File: src/include/fetch_cfg.svh
`ifndef FETCH_CFG_SVH
`define FETCH_CFG_SVH

// word and line widths
`define XLEN            32
`define INST_WIDTH      32
`define LINE_WIDTH      64

// byte steps through the line
`define INST_BYTES      4
`define FETCH_STRIDE    8

// table indices start right above the byte offset
`define IDX_LSB         2

// branch target buffer geometry
`define BTB_SIZE        256
`define BTB_TAG_SIZE    10
`define BTB_VAL_SIZE    12

// local history table, one 3 bit history per entry
`define BHT_SIZE        256
`define BHT_WIDTH       3

// counter value after reset, weak not-taken
`define PHT_INIT        2'b01

// opcode field and the two opcodes the pre-decoder looks for
`define OPCODE_WIDTH    7
`define OPCODE_BRANCH   7'b1100011
`define OPCODE_JAL      7'b1101111

`endif

File: src/verilog/next_pc_select.sv
`include "fetch_cfg.svh"

module next_pc_select (
    input  logic [`XLEN-1:0]            fetch_pc,
    input  logic                        take_branch,
    input  logic [`XLEN-1:0]            branch_target,
    input  logic [1:0]                  cond_branch,
    input  logic [1:0]                  jump,
    input  logic [1:0]                  btb_hit,
    input  logic [1:0][`XLEN-1:0]       btb_target,
    input  logic [1:0]                  predict_taken,
    output logic [`XLEN-1:0]            next_pc,
    output logic [`XLEN-1:0]            slot0_npc,
    output logic                        slot1_live
);

    // per slot redirect decision
    logic [1:0] slot_taken;

    ////////////////////////////////////////////////////////////////////////////
    // per slot prediction
    ////////////////////////////////////////////////////////////////////////////

    // a hit is required either way
    // JAL always goes, a branch goes on its counter
    always_comb begin
        for (int i = 0; i < 2; i++) begin
            slot_taken[i] = btb_hit[i] && (jump[i] || (cond_branch[i] && predict_taken[i]));
        end
    end

    ////////////////////////////////////////////////////////////////////////////
    // next fetch address
    ////////////////////////////////////////////////////////////////////////////

    always_comb begin
        if (take_branch) begin
            // backend redirect beats any prediction
            next_pc = branch_target;
        end else if (slot_taken[0]) begin
            next_pc = btb_target[0];
        end else if (slot_taken[1]) begin
            next_pc = btb_target[1];
        end else begin
            // sequential, skip the whole line
            next_pc = fetch_pc + `FETCH_STRIDE;
        end
    end

    // slot 0 either jumps or falls into slot 1
    assign slot0_npc  = slot_taken[0] ? btb_target[0] : fetch_pc + `INST_BYTES;

    // slot 1 is dead behind a taken slot 0
    assign slot1_live = !slot_taken[0];

endmodule

File: config.mk
export PLATFORM = sky130hd
export DESIGN_NAME = next_pc_select
export DESIGN_NICKNAME = d
export VERILOG_FILES = /design/src/verilog/next_pc_select.sv
export VERILOG_INCLUDE_DIRS = /design/src /design/src/include
export SDC_FILE = /design/constraint.sdc
export NUM_CORES = 1
export LEC_CHECK = 0
export ABC_AREA = 1
export ABC_CLOCK_PERIOD_IN_PS = 2300
export BUFFER_PORTS_ARGS = -buffer_cell sky130_fd_sc_hd__buf_2
export CORE_ASPECT_RATIO = 1.5
export CORE_MARGIN = 2
export CORE_UTILIZATION = 43
export DETAILED_ROUTE_END_ITERATION = 6
export PLACE_DENSITY = 0.95
export SLEW_MARGIN = 5
export SYNTH_ARGS = -nofsm -noshare
export SYNTH_HDL_FRONTEND = slang
export SYNTH_SLANG_ARGS = --single-unit
File: constraint.sdc
create_clock -name vclk -period 2.3
set_input_delay 0.46 -clock vclk [all_inputs]
set_output_delay 0.46 -clock vclk [all_outputs]
set_load 0.005 [all_outputs]
[Word level (Yosys, flattened, before mapping)]
Cells that the tools add are included.
Widths: inputs -> output; s select.
Cells by class
  add/sub/neg operators: 2
  muxes and demuxes: 4
  reduce and logical (&&, ||, !) cells: 7
Operators by type and width (count)
  $mux 32: 4
  $add 32x3->32 const B: 1
  $add 32x4->32 const B: 1
  $logic_and 1x1->1: 4
  $logic_or 1x1->1: 2
  $logic_not 1->1: 1
Word-level totals
  flip-flop bits (word level): 0
  bits of input ports: 137

[Longest topological paths before layout]
Gate-level depths: netlist of run 1.
  depth after elaboration: 6
  gate-level depth with buffers: 10

[Least setup slack after synthesis of run 1]
No wires, ideal clock.
  path type: input -> output
  from: input port fetch_pc[3]
  to: output port next_pc[27]
  arrival time: 1499 ps
  setup slack: 341 ps
  cell stages on the path: 9
  path buffers: 0
  cells stage by stage: ha_1 inv_1 nor2_2 nand2_1 nor2_2 nand3_1 nand3_1 nand2_1 a21oi_1
On the way
  longest elaborated chain between the ends: 4
RTL lines
  start, declared: line next_pc_select.sv:4  | input logic [`XLEN-1:0] fetch_pc,
  $add 32x4->32 (no line)
  $mux 32: line next_pc_select.sv:42  | end else if (slot_taken[1]) begin
  $mux 32: line next_pc_select.sv:40  | end else if (slot_taken[0]) begin
  $mux 32: line next_pc_select.sv:37  | if (take_branch) begin
  end, declared: line next_pc_select.sv:12  | output logic [`XLEN-1:0] next_pc,
No other way between the ends.

[Final worst setup path of run 1]
  from: input port fetch_pc[8]
  to: output port slot0_npc[20]
On the way
  longest elaborated chain between the ends: 2
RTL lines
  $add 32x3->32 (no line)
  $mux 32 (no line)
  end, declared: line next_pc_select.sv:13  | output logic [`XLEN-1:0] slot0_npc,
No other way between the ends.

==> impl_metrics.env, run 1 <==
export IMPL_status="completed"
export IMPL_powerDensity_nw_per_um2=175
export IMPL_ff_latch_area_um2=0
export IMPL_yosysTopAreaCell="nand2_1"
export IMPL_cp_end_kind="output pin"
export IMPL_slew_headroom=0.802
export IMPL_start_util=0.441
export IMPL_fp_dieW_um=68.5
export IMPL_yosys_cell_types_count=30
export IMPL_holdPathEnd="next_pc[8]"
export IMPL_antenna_found_initial=0
export IMPL_final_period_utilization=0.993
export IMPL_port_buffers=202
export IMPL_syn_area_per_cell_um2=4.49
export IMPL_dr_first_iter_drc_count=379
export IMPL_maxCapViolations=0
export IMPL_placed_area_um2=3970
export IMPL_syn_inst=598
export IMPL_route_antenna_remaining_nets=0
export IMPL_syn_nets=737
export IMPL_post_route_min_period_ns=2.28
export IMPL_min_from="branch_target[8]"
export IMPL_drc_errors=0
export IMPL_final_nets=946
export IMPL_finalSetupViolCount=0
export IMPL_vias=4723
export IMPL_synth_top_cell_area_share=0.245
export IMPL_grt_pass1_vias=4082
export IMPL_place_congestion=0.975
export IMPL_cp_arrival_ns=1.82
export IMPL_die_y_um=101
export IMPL_finalNonFillerCells=879
export IMPL_ys_seq_area_frac=0
export IMPL_area_growth_pct=56.3
export IMPL_synth_top_cells_by_area="nand2_1 (24%), o21ai_0 (14%), inv_1 (13%)"
export IMPL_coreArea_um2=6090
export IMPL_post_place_cells=877
export IMPL_criticalPathCategory="input pin to output pin"
export IMPL_hold_depth=4
export IMPL_wire_per_inst_um=13.1
export IMPL_design_power_total_uw=734
export IMPL_wirelength_mm=11.5
export IMPL_hold_viol_final=0
export IMPL_netlist_area_um2=2680
export IMPL_io_pins=202
export IMPL_dr_pass1_iters=5
export IMPL_cp_required_ns=1.84
export IMPL_grt_usage=0.305
export IMPL_leakage_uw=0.00236
export IMPL_ys_warn_count=0
export IMPL_hold_class="input pin to output pin"
export IMPL_drive_gt1_frac=0.365
export IMPL_rows=35
export IMPL_stdcell_area_um2=4190
export IMPL_cts_hold_buf=0
export IMPL_tightestPinTransition_ns=0.293
export IMPL_grt_pass1_wl_mm=17.1
export IMPL_viasPerCell=5.37
export IMPL_gr_total_overflow=0
export IMPL_cp_max_fo=6
export IMPL_ir_drop_mv=0.131
export IMPL_n_antenna_cell=0
export IMPL_nClkBuffers=0
export IMPL_dieArea_um2=6900
export IMPL_cp_start_kind="input pin"
export IMPL_max_freq_mhz=438
export IMPL_finalMaxSlewViolations=0
export IMPL_rsz0062_at_grt="yes"
export IMPL_nFlopsAndLatches=0
export IMPL_dp_hpwl_mm=9.14
export IMPL_grt_max_degree=40
## layout make-up
class / count / area [µm²]
Multi-Input combinational cell: 479 / 2420
Timing Repair Buffer: 230 / 1320
Inverter: 96 / 360
Fill cell: 548 / 1890
Tap cell: 74 / 92.6
## worst max-delay path by stage
stage / endpoint / cells past startpoint / startpoint / slack (ns)
after floorplan: next_pc[27] / 9 / fetch_pc[3] / 0.34
after global placement: slot0_npc[27] / 11 / fetch_pc[3] / 0.008
after detailed placement: next_pc[13] / 11 / fetch_pc[3] / -0.02
after CTS: next_pc[13] / 11 / fetch_pc[3] / 0.02
after global routing: next_pc[16] / 10 / fetch_pc[8] / -0.1
final: slot0_npc[20] / 11 / fetch_pc[8] / 0.02
## kinds of logic after synthesis
family,synth area share
compound gates,0.290
xor+xnor,0.0196
fa+ha+maj,0.00933
buf+inv,0.170
simple gates,0.511
## layout by cell type (no fill, tap or decap), drive strengths merged
cell type    n
a21o         2
o21ai       79
o31ai        1
a21oi       37
ha           2
nand4        2
xor2         6
nand3b       1
o22ai        3
o211ai      10
inv         96
nor3         1
nand2      177
nand3       51
or2          6
nor2        88
and2         1
buf        230
o21bai       2
a31oi       10
## worst max-delay path: stages
cell,delay (ns)
buf_2,0.14
nand2_1,0.16
nor2_4,0.16
inv_1,0.08
nor2_4,0.20
nand3_4,0.14
nor2_2,0.12
nand2_1,0.06
nand3_1,0.09
o21ai_1,0.07
buf_2,0.13
## routing by layer
layer  share of wire  up-vias  global-route usage
met2            0.53      245               0.570
met5               0        -                   0
met4           0.028        0              0.0846
met3           0.081       39              0.0324
met1            0.37     2101               0.349
li1                -     2338                   -
## timing repair
| item | CTS | global route |
|---|---|---|
| endpoints found under the setup margin | 3 | 36 |
| buffers inserted | 0 | 2 |
| pin swaps | 0 | 14 |
| resized for setup | 1 | 69 |
## through the flow
stage               hold WS, ns  setup WS (ns)  TNS [ns]   util
detailed placement         1.18        -0.0209   -0.0534  0.652
global route               1.20        -0.0972    -0.413  0.689
global placement           1.18        0.00769         0  0.652
finish                     1.18         0.0158         0  0.689
CTS                        1.18         0.0205         0  0.652
floorplan                  1.01          0.341         0      -
## cells in the mapped netlist, types with 4 or more instances
| cell | instances |
|---|---|
| o21ai_1 | 4 |
| o21ai_0 | 74 |
| xor2_1 | 6 |
| nor2_1 | 77 |
| a21oi_1 | 37 |
| nand3_1 | 50 |
| buf_2 | 4 |
| clkbuf_1 | 18 |
| or2_2 | 6 |
| inv_1 | 94 |
| o211ai_1 | 10 |
| nor2_2 | 8 |
| a31oi_1 | 10 |
| nand2_1 | 175 |
## power breakdown
group | switching, µW | internal [µW]
Combinational | 402 | 331
Sequential | 0 | 0
Clock | 0 | 0
Total | 402 | 331
No activity file was read; power rests on OpenSTA's default activity.
==> run 2, diff against run 1 <==
Settings changed: CORE_MARGIN 2 to 3.
==> run 2 against run 1 <==
Effect of this change: fmax increased by 0.30%; first-iteration DRC count decreased by 4.2%; combinational power decreased by 5.4%; flip-flop and latch count unchanged; die area increased by 5.0%; critical path type unchanged; non-clock buffer count decreased by 5; the flow now finishes with violations (design-rule violations); hold slack improved by 0.0045 ns; largest cell class unchanged.
==> impl_metrics.env, run 2 (same netlist as run 1, synthesis figures left out) <==
export IMPL_cp_cell_sequence="buf_2 > ha_2 > nand2_2 > nor2_4 > nand2_4 > nor2_4 > buf_4 > nand2_1 > nand2_1 > nand2_1 > o21ai_0 > buf_2"
export IMPL_leakage_uw=0.00231
export IMPL_post_place_cells=871
export IMPL_post_route_min_period_ns=2.28
export IMPL_maxCapViolations=0
export IMPL_status="complete, but fails checks"
export IMPL_cp_common_cell="nand2_1"
export IMPL_gr_total_overflow=0
export IMPL_antenna_found_initial=1
export IMPL_route_antenna_remaining_nets=0
export IMPL_nClkBuffers=0
export IMPL_placed_area_um2=3900
export IMPL_io_pins=202
export IMPL_crit_path_top_delay_cell="nor2_4"
export IMPL_rsz0062_at_grt="yes"
export IMPL_grt_pass1_vias=4040
export IMPL_port_buffers=202
export IMPL_grt_max_degree=73
export IMPL_dp_hpwl_mm=8.90
export IMPL_fillers=578
export IMPL_nFlopsAndLatches=0
export IMPL_final_common_cell="buf_2"
export IMPL_slew_headroom=0.792
export IMPL_finalSetupViolCount=0
export IMPL_vias=4621
export IMPL_ir_drop_mv=0.142
export IMPL_start_util=0.454
export IMPL_die_y_um=103
export IMPL_hold_class="input pin to output pin"
export IMPL_cp_start_kind="input pin"
export IMPL_cp_arrival_ns=1.82
export IMPL_wirelength_mm=11.3
export IMPL_max_freq_mhz=439
export IMPL_drc_errors=1
export IMPL_rows=34
export IMPL_finalNonFillerCells=872
export IMPL_crit_path_max_incr_delay_ns=0.19
export IMPL_dr_first_iter_drc_count=363
export IMPL_drive_gt1_frac=0.348
export IMPL_hold_viol_final=0
export IMPL_dieArea_um2=7240
export IMPL_grt_pass1_wl_mm=17.0
export IMPL_place_congestion=0.992
export IMPL_n_antenna_cell=0
export IMPL_fp_dieW_um=70.5
export IMPL_critPathLaunch="fetch_pc[3]"
export IMPL_finalMaxSlewViolations=0
export IMPL_ff_latch_area_um2=0
export IMPL_tightestPinTransition_ns=0.309
export IMPL_cp_required_ns=1.84
export IMPL_cp_end_kind="output pin"
export IMPL_criticalPathCategory="input pin to output pin"
export IMPL_area_growth_pct=50.5
export IMPL_cp_max_fo=5
export IMPL_wire_per_inst_um=12.9
export IMPL_grt_usage=0.276
export IMPL_final_period_utilization=0.990
export IMPL_coreArea_um2=5910
export IMPL_final_nets=941
export IMPL_stdcell_area_um2=4040
export IMPL_min_from="branch_target[9]"
export IMPL_viasPerCell=5.30
export IMPL_dr_pass1_iters=7
export IMPL_violations="design-rule violations"
export IMPL_powerDensity_nw_per_um2=172
export IMPL_layout_common_cells="buf_2 (202), nand2_1 (164), inv_1 (94)"
export IMPL_design_power_total_uw=694
run 2: metrics by stage:
step	util	setup WS (ns)	setup TNS, ns	hold slack (ns)
detailed placement	0.659	0.00720	0	1.18
global route	0.683	-0.0734	-0.395	1.21
floorplan	-	0.341	0	1.01
global placement	0.659	0.0371	0	1.18
finish	0.683	0.0225	0	1.19
CTS	0.659	0.00459	0	1.19
run 2: per-layer routing:
layer  GRT usage  share of wire  up-vias  wire length [µm]
met5           0        0.00062        -                 7
met4      0.0664          0.023        2               263
met3      0.0351          0.078       24               878
met2       0.522           0.52      219              5880
met1       0.326           0.38     2054              4240
li1            -              -     2322                 -
run 2: final cells by class:
cell class,instances,area (µm²),area share
Inverter,96,360,0.0893
Multi-Input combinational cell,479,2360,0.586
Tap cell,72,90.1,0.0223
Timing Repair Buffer,225,1220,0.303
run 2: report_power, final:
| part | total, µW | switching, µW | internal (µW) | leakage (µW) |
|---|---|---|---|---|
| clock | 0 | 0 | 0 | 0 |
| combinational | 694 | 386 | 308 | 0.00231 |
| sequential | 0 | 0 | 0 | 0 |
| total | 694 | 386 | 308 | 0.00231 |
run 2: path summary, 6_finish.rpt:
check / cells past startpoint / slack [ns] / to
worst max-delay path: 12 / 0.02 / slot0_npc[16]
worst min-delay path: 4 / 1.19 / next_pc[9]
run 2: worst max-delay path, delay by kind of cell:
family,cells,cell delay [ns]
simple gates,7,0.61
buf+inv,3,0.39
fa+ha+maj,1,0.18
compound gates,1,0.16
run 2: what timing repair did:
item | CTS | global route
setup endpoints to repair | 0 | 37
hold buffers | 0 | 0
resized for setup | 0 | 46
buffers inserted | 0 | 1
