==> src/include/fetch_cfg.svh <==
`ifndef FETCH_CFG_SVH
`define FETCH_CFG_SVH

// word and line widths
`define XLEN            32
`define INST_WIDTH      32
`define LINE_WIDTH      64

// byte steps through the line
`define INST_BYTES      4
`define FETCH_STRIDE    8

// table indices start right above the byte offset
`define IDX_LSB         2

// branch target buffer geometry
`define BTB_SIZE        256
`define BTB_TAG_SIZE    10
`define BTB_VAL_SIZE    12

// local history table, one 3 bit history per entry
`define BHT_SIZE        256
`define BHT_WIDTH       3

// counter value after reset, weak not-taken
`define PHT_INIT        2'b01

// opcode field and the two opcodes the pre-decoder looks for
`define OPCODE_WIDTH    7
`define OPCODE_BRANCH   7'b1100011
`define OPCODE_JAL      7'b1101111

`endif

==> src/verilog/fetch_pkg.sv <==
`include "fetch_cfg.svh"

package fetch_pkg;

    ////////////////////////////////////////////////////////////////////////////
    // cache line, seen either whole or as two instruction slots
    ////////////////////////////////////////////////////////////////////////////

    // raw is what the cache hands over
    // slot[0] sits in the low word, slot[1] in the high word
    typedef union packed {
        logic [`LINE_WIDTH-1:0]             raw;
        logic [1:0][`INST_WIDTH-1:0]        slot;
    } fetch_line_u;

    ////////////////////////////////////////////////////////////////////////////
    // 2 bit saturating direction counter
    ////////////////////////////////////////////////////////////////////////////

    // msb set means predict taken
    typedef enum logic [1:0] {
        STRONG_NT = 2'b00,
        WEAK_NT   = 2'b01,
        WEAK_T    = 2'b10,
        STRONG_T  = 2'b11
    } pht_state_e;

endpackage

==> src/verilog/branch_predecode.sv <==
`include "fetch_cfg.svh"

module branch_predecode import fetch_pkg::*; (
    input  fetch_line_u         line,
    input  logic                line_valid,
    output logic [1:0]          cond_branch,
    output logic [1:0]          jump
);

    // opcode of each slot, low bits of the instruction word
    logic [1:0][`OPCODE_WIDTH-1:0] opcode;

    ////////////////////////////////////////////////////////////////////////////
    // opcode extraction
    ////////////////////////////////////////////////////////////////////////////

    always_comb begin
        for (int i = 0; i < 2; i++) begin
            opcode[i] = line.slot[i][`OPCODE_WIDTH-1:0];
        end
    end

    ////////////////////////////////////////////////////////////////////////////
    // classification
    ////////////////////////////////////////////////////////////////////////////

    // only conditional branches and JAL matter here
    // JALR falls through as an ordinary instruction
    always_comb begin
        for (int i = 0; i < 2; i++) begin
            // beq/bne/blt/bge/bltu/bgeu all share one opcode
            cond_branch[i] = line_valid && (opcode[i] == `OPCODE_BRANCH);
            // direct jump, target comes from the BTB
            jump[i]        = line_valid && (opcode[i] == `OPCODE_JAL);
        end
    end

endmodule

==> config.mk <==
export PLATFORM = sky130hd
export DESIGN_NAME = branch_predecode
export DESIGN_NICKNAME = d
export VERILOG_FILES = /design/src/verilog/fetch_pkg.sv /design/src/verilog/branch_predecode.sv
export VERILOG_INCLUDE_DIRS = /design/src /design/src/include
export SDC_FILE = /design/constraint.sdc
export NUM_CORES = 1
export LEC_CHECK = 0
export ABC_AREA = 1
export BUFFER_PORTS_ARGS = -buffer_cell sky130_fd_sc_hd__buf_2
export CORE_AREA = 10 10 47 49
export DETAILED_ROUTE_END_ITERATION = 16
export DIE_AREA = 0 0 57 59
export MAX_ROUTING_LAYER = met4
export PLACE_DENSITY_LB_ADDON = 0.25
export SYNTH_ARGS = -nofsm -noshare
export SYNTH_HDL_FRONTEND = slang
export SYNTH_SLANG_ARGS = --single-unit
==> constraint.sdc <==
create_clock -name vclk -period 0.8
set_input_delay 0.12 -clock vclk [all_inputs]
set_output_delay 0.12 -clock vclk [all_outputs]
set_load 0.01 [all_outputs]
**Word level (Yosys, flattened, before mapping)**

Index checks and enable logic that the tools add are counted.

- Bits in registers: 0
- Input bits: 65
- Output and inout port bits: 4
- Word-level logic and storage cells: 8

- Equal/unequal tests: 4
- Reductions and logical operators: 4

Operator list:

| operator | number |
|---|---|
| $eq A7 B7 Y1 const B | 4 |
| $logic_and A1 B1 Y1 | 4 |

**Longest topological paths before layout**

Gate-level depths: netlist (run 1).

- Depth in word-level cells: 2
- Gate-level depth with buffers: 4
- Gate-level depth less buffers: 4

**Least setup slack after synthesis (run 1)**

OpenSTA, ideal clock, no wires.

- Path type: input-to-output
- Start point: input line[5] (netlist bit)
- End point: output cond_branch[0]
- Data arrival time: 0.428 ns
- Required time: 0.680 ns
- Slack: 0.252 ns
- Stages: 4
- Path buffers: 0
- Path through: inv_1 > nor2_2 > nand2_1 > nor2_1

- Longest elaborated chain between the ends: 2

Ends and longest elaborated chain:

| item | line | text |
|---|---|---|
| from (decl) | branch_predecode.sv:4 | `input fetch_line_u line,` |
| $eq A7 B7 Y1 (no source line) | -- |  |
| $logic_and A1 B1 Y1 | branch_predecode.sv:32 | `` cond_branch[i] = line_valid && (opcode[i] == `OPCODE_BRANCH); `` |
| to (decl) | branch_predecode.sv:6 | `output logic [1:0] cond_branch,` |

No other way between the ends.

**Worst setup path in the final report (run 1)**

- Start point: input line[2] (netlist bit)
- End point: output cond_branch[0]

Same word-level chain as after synthesis.

==> run summary, run 1 <==
The run finished with clean final reports. The share of the Yosys chip area taken by registers is 0%. After synthesis, the cell types taking the most area are sky130_fd_sc_hd__nand2_1 41%, sky130_fd_sc_hd__inv_1 27%, sky130_fd_sc_hd__nor2_1 20%. The fraction of the cycle the final worst path needs came out at 91.1%. The post-synthesis cell area is 110 µm².

Summed over its instances, the top area cell type makes up 40.9% of the synthesized netlist area. The signal on the critical path passes through buf_2 > nor2_1 > nand2_1 > nor2_1 > buf_2. The overall overflow remaining after global route is 0. The cell count after placement came out at 63. The max-cap check violation count came out at 0.

Based on the critical path, the design can be clocked at up to 1370 MHz. The number of endpoints failing setup at the final stage is 0. The placer's final routability congestion estimate is 0.584. The first global-routing pass estimated 814 µm of wire. The count of clock buffers in the final design is 0. The site row count came out at 14. The slew at the pin with the worst max-slew slack is 90.7 ps. The data arrival time of the worst path came out at 610 ps. STA puts the critical path data required time at 680 ps.

The count of different cell masters after synthesis came out at 4. 69 I/O pins were placed. The number of hold buffers added after CTS was 0. The DRC violations left is 0. The combined flip-flop and latch cell area came out at 0 µm². The net count after synthesis is 93. In the post-synthesis netlist, the cell with the most instances is sky130_fd_sc_hd__nand2_1. The x dimension of the die is 57 µm. The final layout contains routed wiring with a total length of 477 µm.

The overall routing resource usage came out at 2.66%. The power density normalized to cell area is 294 nW/µm². STA classifies the critical path startpoint as an input port. sky130_fd_sc_hd__nand2_1 takes more of the synthesized area than any other cell. The worst min-delay path category is input port to primary output. Synthesis handed over a netlist of 28 instances. The number of hold violations in the final report came to 0. The number of search-and-repair iterations in the first detailed-routing pass is 2. Compared with the post-synthesis result, the final layout area differs by 105%.

The final hold slack came out at 572 ps. The total of fill cells in the finished design came out at 180. The final net count is 114. The overall die area is 3360 µm². The floorplan step set the die height to 59 µm. Setup repair after global routing left no endpoint under its margin.

For this block, the initial DRC count from the detailed router was 1. The antenna violation net count after detailed routing came out at 0. The buffers inserted during post-CTS setup optimization is 0. Using the TritonRoute via totals, the vias-per-cell ratio works out to 3.32. The count of final max-slew check failures is 0. The final antenna diode count is 0. The slowest stage of the critical path is the sky130_fd_sc_hd__buf_2 cell.

The worst hold path passes through 5 cells. The average instance area after synthesis is 3.93 µm². The core region is 1400 µm².

The effective utilization at floorplan is 7.86%. The startpoint identified for the worst hold timing path is line[35]. The ratio of cells with drive above 1 in the final layout came out at 44.7%.

The final worst-path setup slack is 71.3 ps. The type of the worst setup path is input port to primary output. Headroom to the max-slew limit came out at 93.9%. The number of sequential storage elements is 0.

For this design the static power due to leakage is 0.000166 µW. The Yosys warning count came out at 0. The pin count of the biggest net entering global routing is 3. The wire length per cell is 7.57 µm.

The setup TNS is 0 ps. VDD sags by at most 54.1 µV. The wire-length estimate of the detail-placed layout is 470 µm.

The number of gates resized after cts is 0. The initial antenna violation count is 0. The power after layout came out at 66.3 µW. The number of global-route vias before repair came to 225.

The largest stage delay on the critical path came out at 130 ps. The final critical path time including I/O delays and setup came out at 729 ps. The worst setup path is captured at a primary output. By count the netlist is led by 12 x sky130_fd_sc_hd__nand2_1, 8 x sky130_fd_sc_hd__inv_1, 6 x sky130_fd_sc_hd__nor2_1. The final cell count without fillers came out at 63.

The total of buffers placed on input and output ports came out at 19. The worst hold path terminates at cond_branch[1]. The maximum fanout along the worst path came out at 2. At the placement stage, the worst setup path has a slack of 61.2 ps.

The total via count after detailed routing came out at 209.
-- logic make-up after synthesis --
| kind of cell | share of synthesized area (%) |
|---|---|
| simple gates | 72.7 |
| buf+inv | 27.3 |
-- worst max-delay path: cells and delay by family --
kind                   cells  cell delay [ps]
and+or+nand+nor            3              250
buffers and inverters      2              230
-- where the power goes --
group          leakage (µW)  switching [µW]  internal, µW
clock network             0               0             0
logic              0.000166            29.1          37.1
registers                 0               0             0
-- worst max path at each step --
stage	start	to	slack, ps	cells past startpoint
floorplan	line[5]	cond_branch[0]	250	4
finish	line[2]	cond_branch[0]	70	5
global route	line[2]	cond_branch[0]	2	5
detailed placement	line[2]	cond_branch[0]	60	5
CTS	line[2]	cond_branch[0]	60	5
global placement	line[2]	cond_branch[0]	70	5
-- layout make-up --
class,instances,area [µm²],area share (%)
multi-input combinational,20,80.1,35.6
tap,16,20.0,8.89
timing repair buffer,19,95.1,42.2
inverter,8,30.0,13.3
-- stage by stage --
stage / instance area (µm²) / util [%]
final: 225 / 16.1
after global routing: 225 / 16.1
after CTS: 225 / 16.1
after detailed placement: 225 / 16.1
after global placement: 225 / 16.1
after floorplan: 110 / -
-- cells in the final DEF (no fill, tap or decap), drive strengths merged --
cell | netlist | layout
nand2 | 12 | 12
inv | 8 | 8
nor2 | 8 | 8
buf | 0 | 19
-- per-layer routing --
metal  vias to the layer above  routed length [µm]  track usage (%)
met4                         0                   0                0
li1                        114                   -                -
met2                        15                 184             4.03
met5                         -                   0                -
met3                         0                  49            0.644
met1                        80                 244             3.68
Note: power is estimated with default switching activity, not from simulation.
==> run 2, diff against run 1 <==
--- a/config.mk
+++ b/config.mk
@@ -6,8 +6,8 @@
 export SDC_FILE = /design/constraint.sdc
 export NUM_CORES = 1
 export LEC_CHECK = 0
-export ABC_AREA = 1
 export BUFFER_PORTS_ARGS = -buffer_cell sky130_fd_sc_hd__buf_2
+export CAP_MARGIN = 20
 export CORE_AREA = 10 10 47 49
 export DETAILED_ROUTE_END_ITERATION = 16
 export DIE_AREA = 0 0 57 59
==> run 2 against run 1 <==
The run now ends with setup timing left. Sequential share of layout area unchanged. First-iteration DRC count unchanged. Synthesized cell count down 64%. Global-route usage up 0.49 points. Flip-flop and latch count unchanged. Critical endpoint unchanged. Area after synthesis down 13%. Cell count down 29%. Power up 23%. Worst hold slack worse by 58 ps. Fmax down 17%. Non-clock buffer count unchanged.
==> run summary, run 2 <==
The power after layout came out at 81.3 µW. The DRC violations left is 0. By area, the combinational part of the netlist is dominated by simple AND/OR/NAND/NOR gates. The net count after synthesis is 75. sky130_fd_sc_hd__nand2_1 is the most common cell in the netlist. The ratio of cells with drive above 1 in the final layout came out at 82.8%.

Setup repair after global routing could not meet its margin everywhere. The synthesized-area fraction occupied by ao, oa, aoi and oai cells is 0%. The effective utilization at floorplan is 6.87%.

The overall die area is 3360 µm². The antenna violation net count after detailed routing came out at 0. The placeable core region is 1400 µm². In this run, flip-flops and latches consume 0% of the power. The average instance area after synthesis is 9.63 µm².

The worst max-slew margin expressed relative to the limit came out at 85.8%. The post-synthesis cell area came out at 96.3 µm². The combined flip-flop and latch cell area is 0 µm². At the placement stage, the worst setup path has a slack of -88.4 ps. The wire length per cell came out at 12.8 µm. The initial antenna violation count was 0. The checks that failed: setup timing. The buffers inserted during post-CTS setup optimization came out at 0. The dominant cell type by area after synthesis is sky130_fd_sc_hd__nand4b_4.

In this run the worst setup path terminates at cond_branch[0]. For this design the ratio of total power to cell area is 328 nW/µm². The number of global-route vias before repair came to 162.

The overall overflow remaining after global route came out at 0. The count of different cell masters after synthesis came out at 8. The share of the synthesized area in the top cell type is 24.7%. The count of final max-slew check failures came to 0. Using the TritonRoute via totals, the vias-per-cell ratio works out to 3.44.

By startpoint and endpoint, the worst setup path is classified as input port to primary output. The design internal power is 49.7 µW. The number of endpoints failing setup at the final stage came out at 3.

The data arrival time of the worst path is 750 ps. The x dimension of the die is 57 µm. The half-perimeter wire length of the detailed placement result is 551 µm. The fraction of the yosys area taken by sequential cells is 0%. Synthesis handed over a netlist of 10 instances. The smallest clock period supported by the final layout is computed as 873 ps. The overall routing resource usage is 3.15%.

The area share of fa/ha/maj cells after synthesis is 0%. The library cells used most frequently in the layout, excluding fill and tap cells, are 14 x sky130_fd_sc_hd__buf_2, 5 x sky130_fd_sc_hd__buf_6, 3 x sky130_fd_sc_hd__nand2_1, 2 x sky130_fd_sc_hd__nor3_2. The total of buffers placed on input and output ports is 19. Derived from the worst setup path, the maximum achievable clock frequency is 1140 MHz.

The switching share of power came out at 38.8%. The final worst-path setup slack came out at -73.4 ps. The most common cell after layout, fill and taps aside is sky130_fd_sc_hd__buf_2. The worst min-delay path category is input port to primary output. Yosys attributes the largest share of cell area to sky130_fd_sc_hd__nand4b_4 25%, sky130_fd_sc_hd__nor4_4 22%, sky130_fd_sc_hd__nor4_2 13%. The routed wire length came out at 575 µm.

At the pin with the least slew margin, the transition time is 212 ps. The data required time of the critical path came out at 680 ps. The total net switching power is 31.5 µW. The total via count after detailed routing is 155. The worst setup path is launched from an input port.

The setup TNS came out at -167 ps. The count of hold buffers inserted by post-cts repair came out at 0. The first global-routing pass estimated 821 µm of wire.

STA classifies the critical path endpoint as a primary output. The Yosys warning count came out at 0. The number of I/O pins came out at 69. The number of sequential storage elements came out at 0. The count of routing violations after the opening detailed-route iteration came out at 1. The basic-gate share of the synthesized area counting and, or, nand and nor cells is 100%.

From synthesis to final layout, the design area changed by 157%. The number of search-and-repair iterations in the first detailed-routing pass came out at 3. The max-cap check violation count is 0.

The maximum fanout along the worst path is 2. The pin count of the biggest net entering global routing came out at 3. The area of the multi-input gates came out at 101 µm².

The total of fill cells in the finished design is 168. The number of antenna diodes in the final layout is 0. The run finished, with violations left. Combinational cells account for 100.0% of the total power. After floorplanning, the core was divided into 14 placement rows. The number of hold violations in the final report was 0. Routability-driven placement finished with a final weighted congestion of 0.654.

In this run the worst setup path begins at line[4]. The maximum VDD drop is 106 µV. The final net count came out at 96. The cell leakage power is 0.000121 µW. The clock network burns 0% of the power. The xor and xnor fraction of the mapped netlist area came out at 0%.

The worst path uses 109% of the clock period. The mux share of post-synthesis cell area is 0%. Counting the clock-network buffers in the layout gives 0. The die span in y came out at 59 µm.
## run 2: cell count changes after synthesis
cell,delta
sky130_fd_sc_hd__nor4_4,+1
sky130_fd_sc_hd__nor4_2,+1
sky130_fd_sc_hd__nor3_1,+1
sky130_fd_sc_hd__nand4_1,+1
sky130_fd_sc_hd__nor2_1,-6
sky130_fd_sc_hd__nand2b_1,+1
sky130_fd_sc_hd__nor3_2,+1
sky130_fd_sc_hd__nand4b_4,+1
sky130_fd_sc_hd__nor2_2,-2
sky130_fd_sc_hd__nand2_1,-9
sky130_fd_sc_hd__inv_1,-8
## run 2: final cells by class
class | instances | share of cell area [%]
repair buffers | 19 | 51.0
well taps | 16 | 8.08
multi-input cells | 10 | 40.9
## run 2: stage by stage
stage	instances	hold slack, ps	area, µm²	utilization [%]
after global routing	45	526	248	17.7
after global placement	45	511	211	15.1
after floorplan	10	266	96.3	-
after CTS	45	515	243	17.3
final	45	514	248	17.7
after detailed placement	45	515	211	15.1
## run 2: logic make-up (layout without fill, tap and decap cells)
| group | count (synthesis) | after routing |
|---|---|---|
| simple gates | 10 | 10 |
| buf+inv | 0 | 19 |
## run 2: power by group through the flow
| stage | Combinational (µW) | Sequential [µW] | Clock (µW) |
|---|---|---|---|
| final | 81.3 | 0 | 0 |
| after global routing | 87.9 | 0 | 0 |
| after CTS | 81.0 | 0 | 0 |
| after detailed placement | 66.2 | 0 | 0 |
| after global placement | 65.5 | 0 | 0 |
| after floorplan | 17.6 | 0 | 0 |
## run 2: routing by layer
metal	vias up	wire length (µm)	track usage [%]
li1	79	-	-
met1	57	401	6.04
met2	19	79	1.71
met3	0	95	1.93
met4	0	0	0
met5	-	0	-
## run 2: worst min path at each step
stage / slack [ps] / endpoint / depth (start not counted) / start
2_1_floorplan: 270 / cond_branch[0] / 1 / line[2]
3_3_place_gp: 510 / cond_branch[1] / 3 / line[34]
3_5_place_dp: 510 / cond_branch[1] / 3 / line[34]
4_1_cts: 510 / cond_branch[1] / 3 / line[34]
5_1_grt: 530 / cond_branch[1] / 3 / line[34]
6_report: 510 / cond_branch[1] / 3 / line[34]
## run 2: critical path: stages
cell and delay [ps]:
sky130_fd_sc_hd__buf_6 90, sky130_fd_sc_hd__nand4b_4 180, sky130_fd_sc_hd__nor4_4 200, sky130_fd_sc_hd__buf_2 170
## run 2: what timing repair did
action | 4_1_cts | 5_1_grt
cloned | 0 | 0
gates resized for setup | 5 | 1
pin swaps | 1 | 1
setup endpoints to repair | 4 | 4
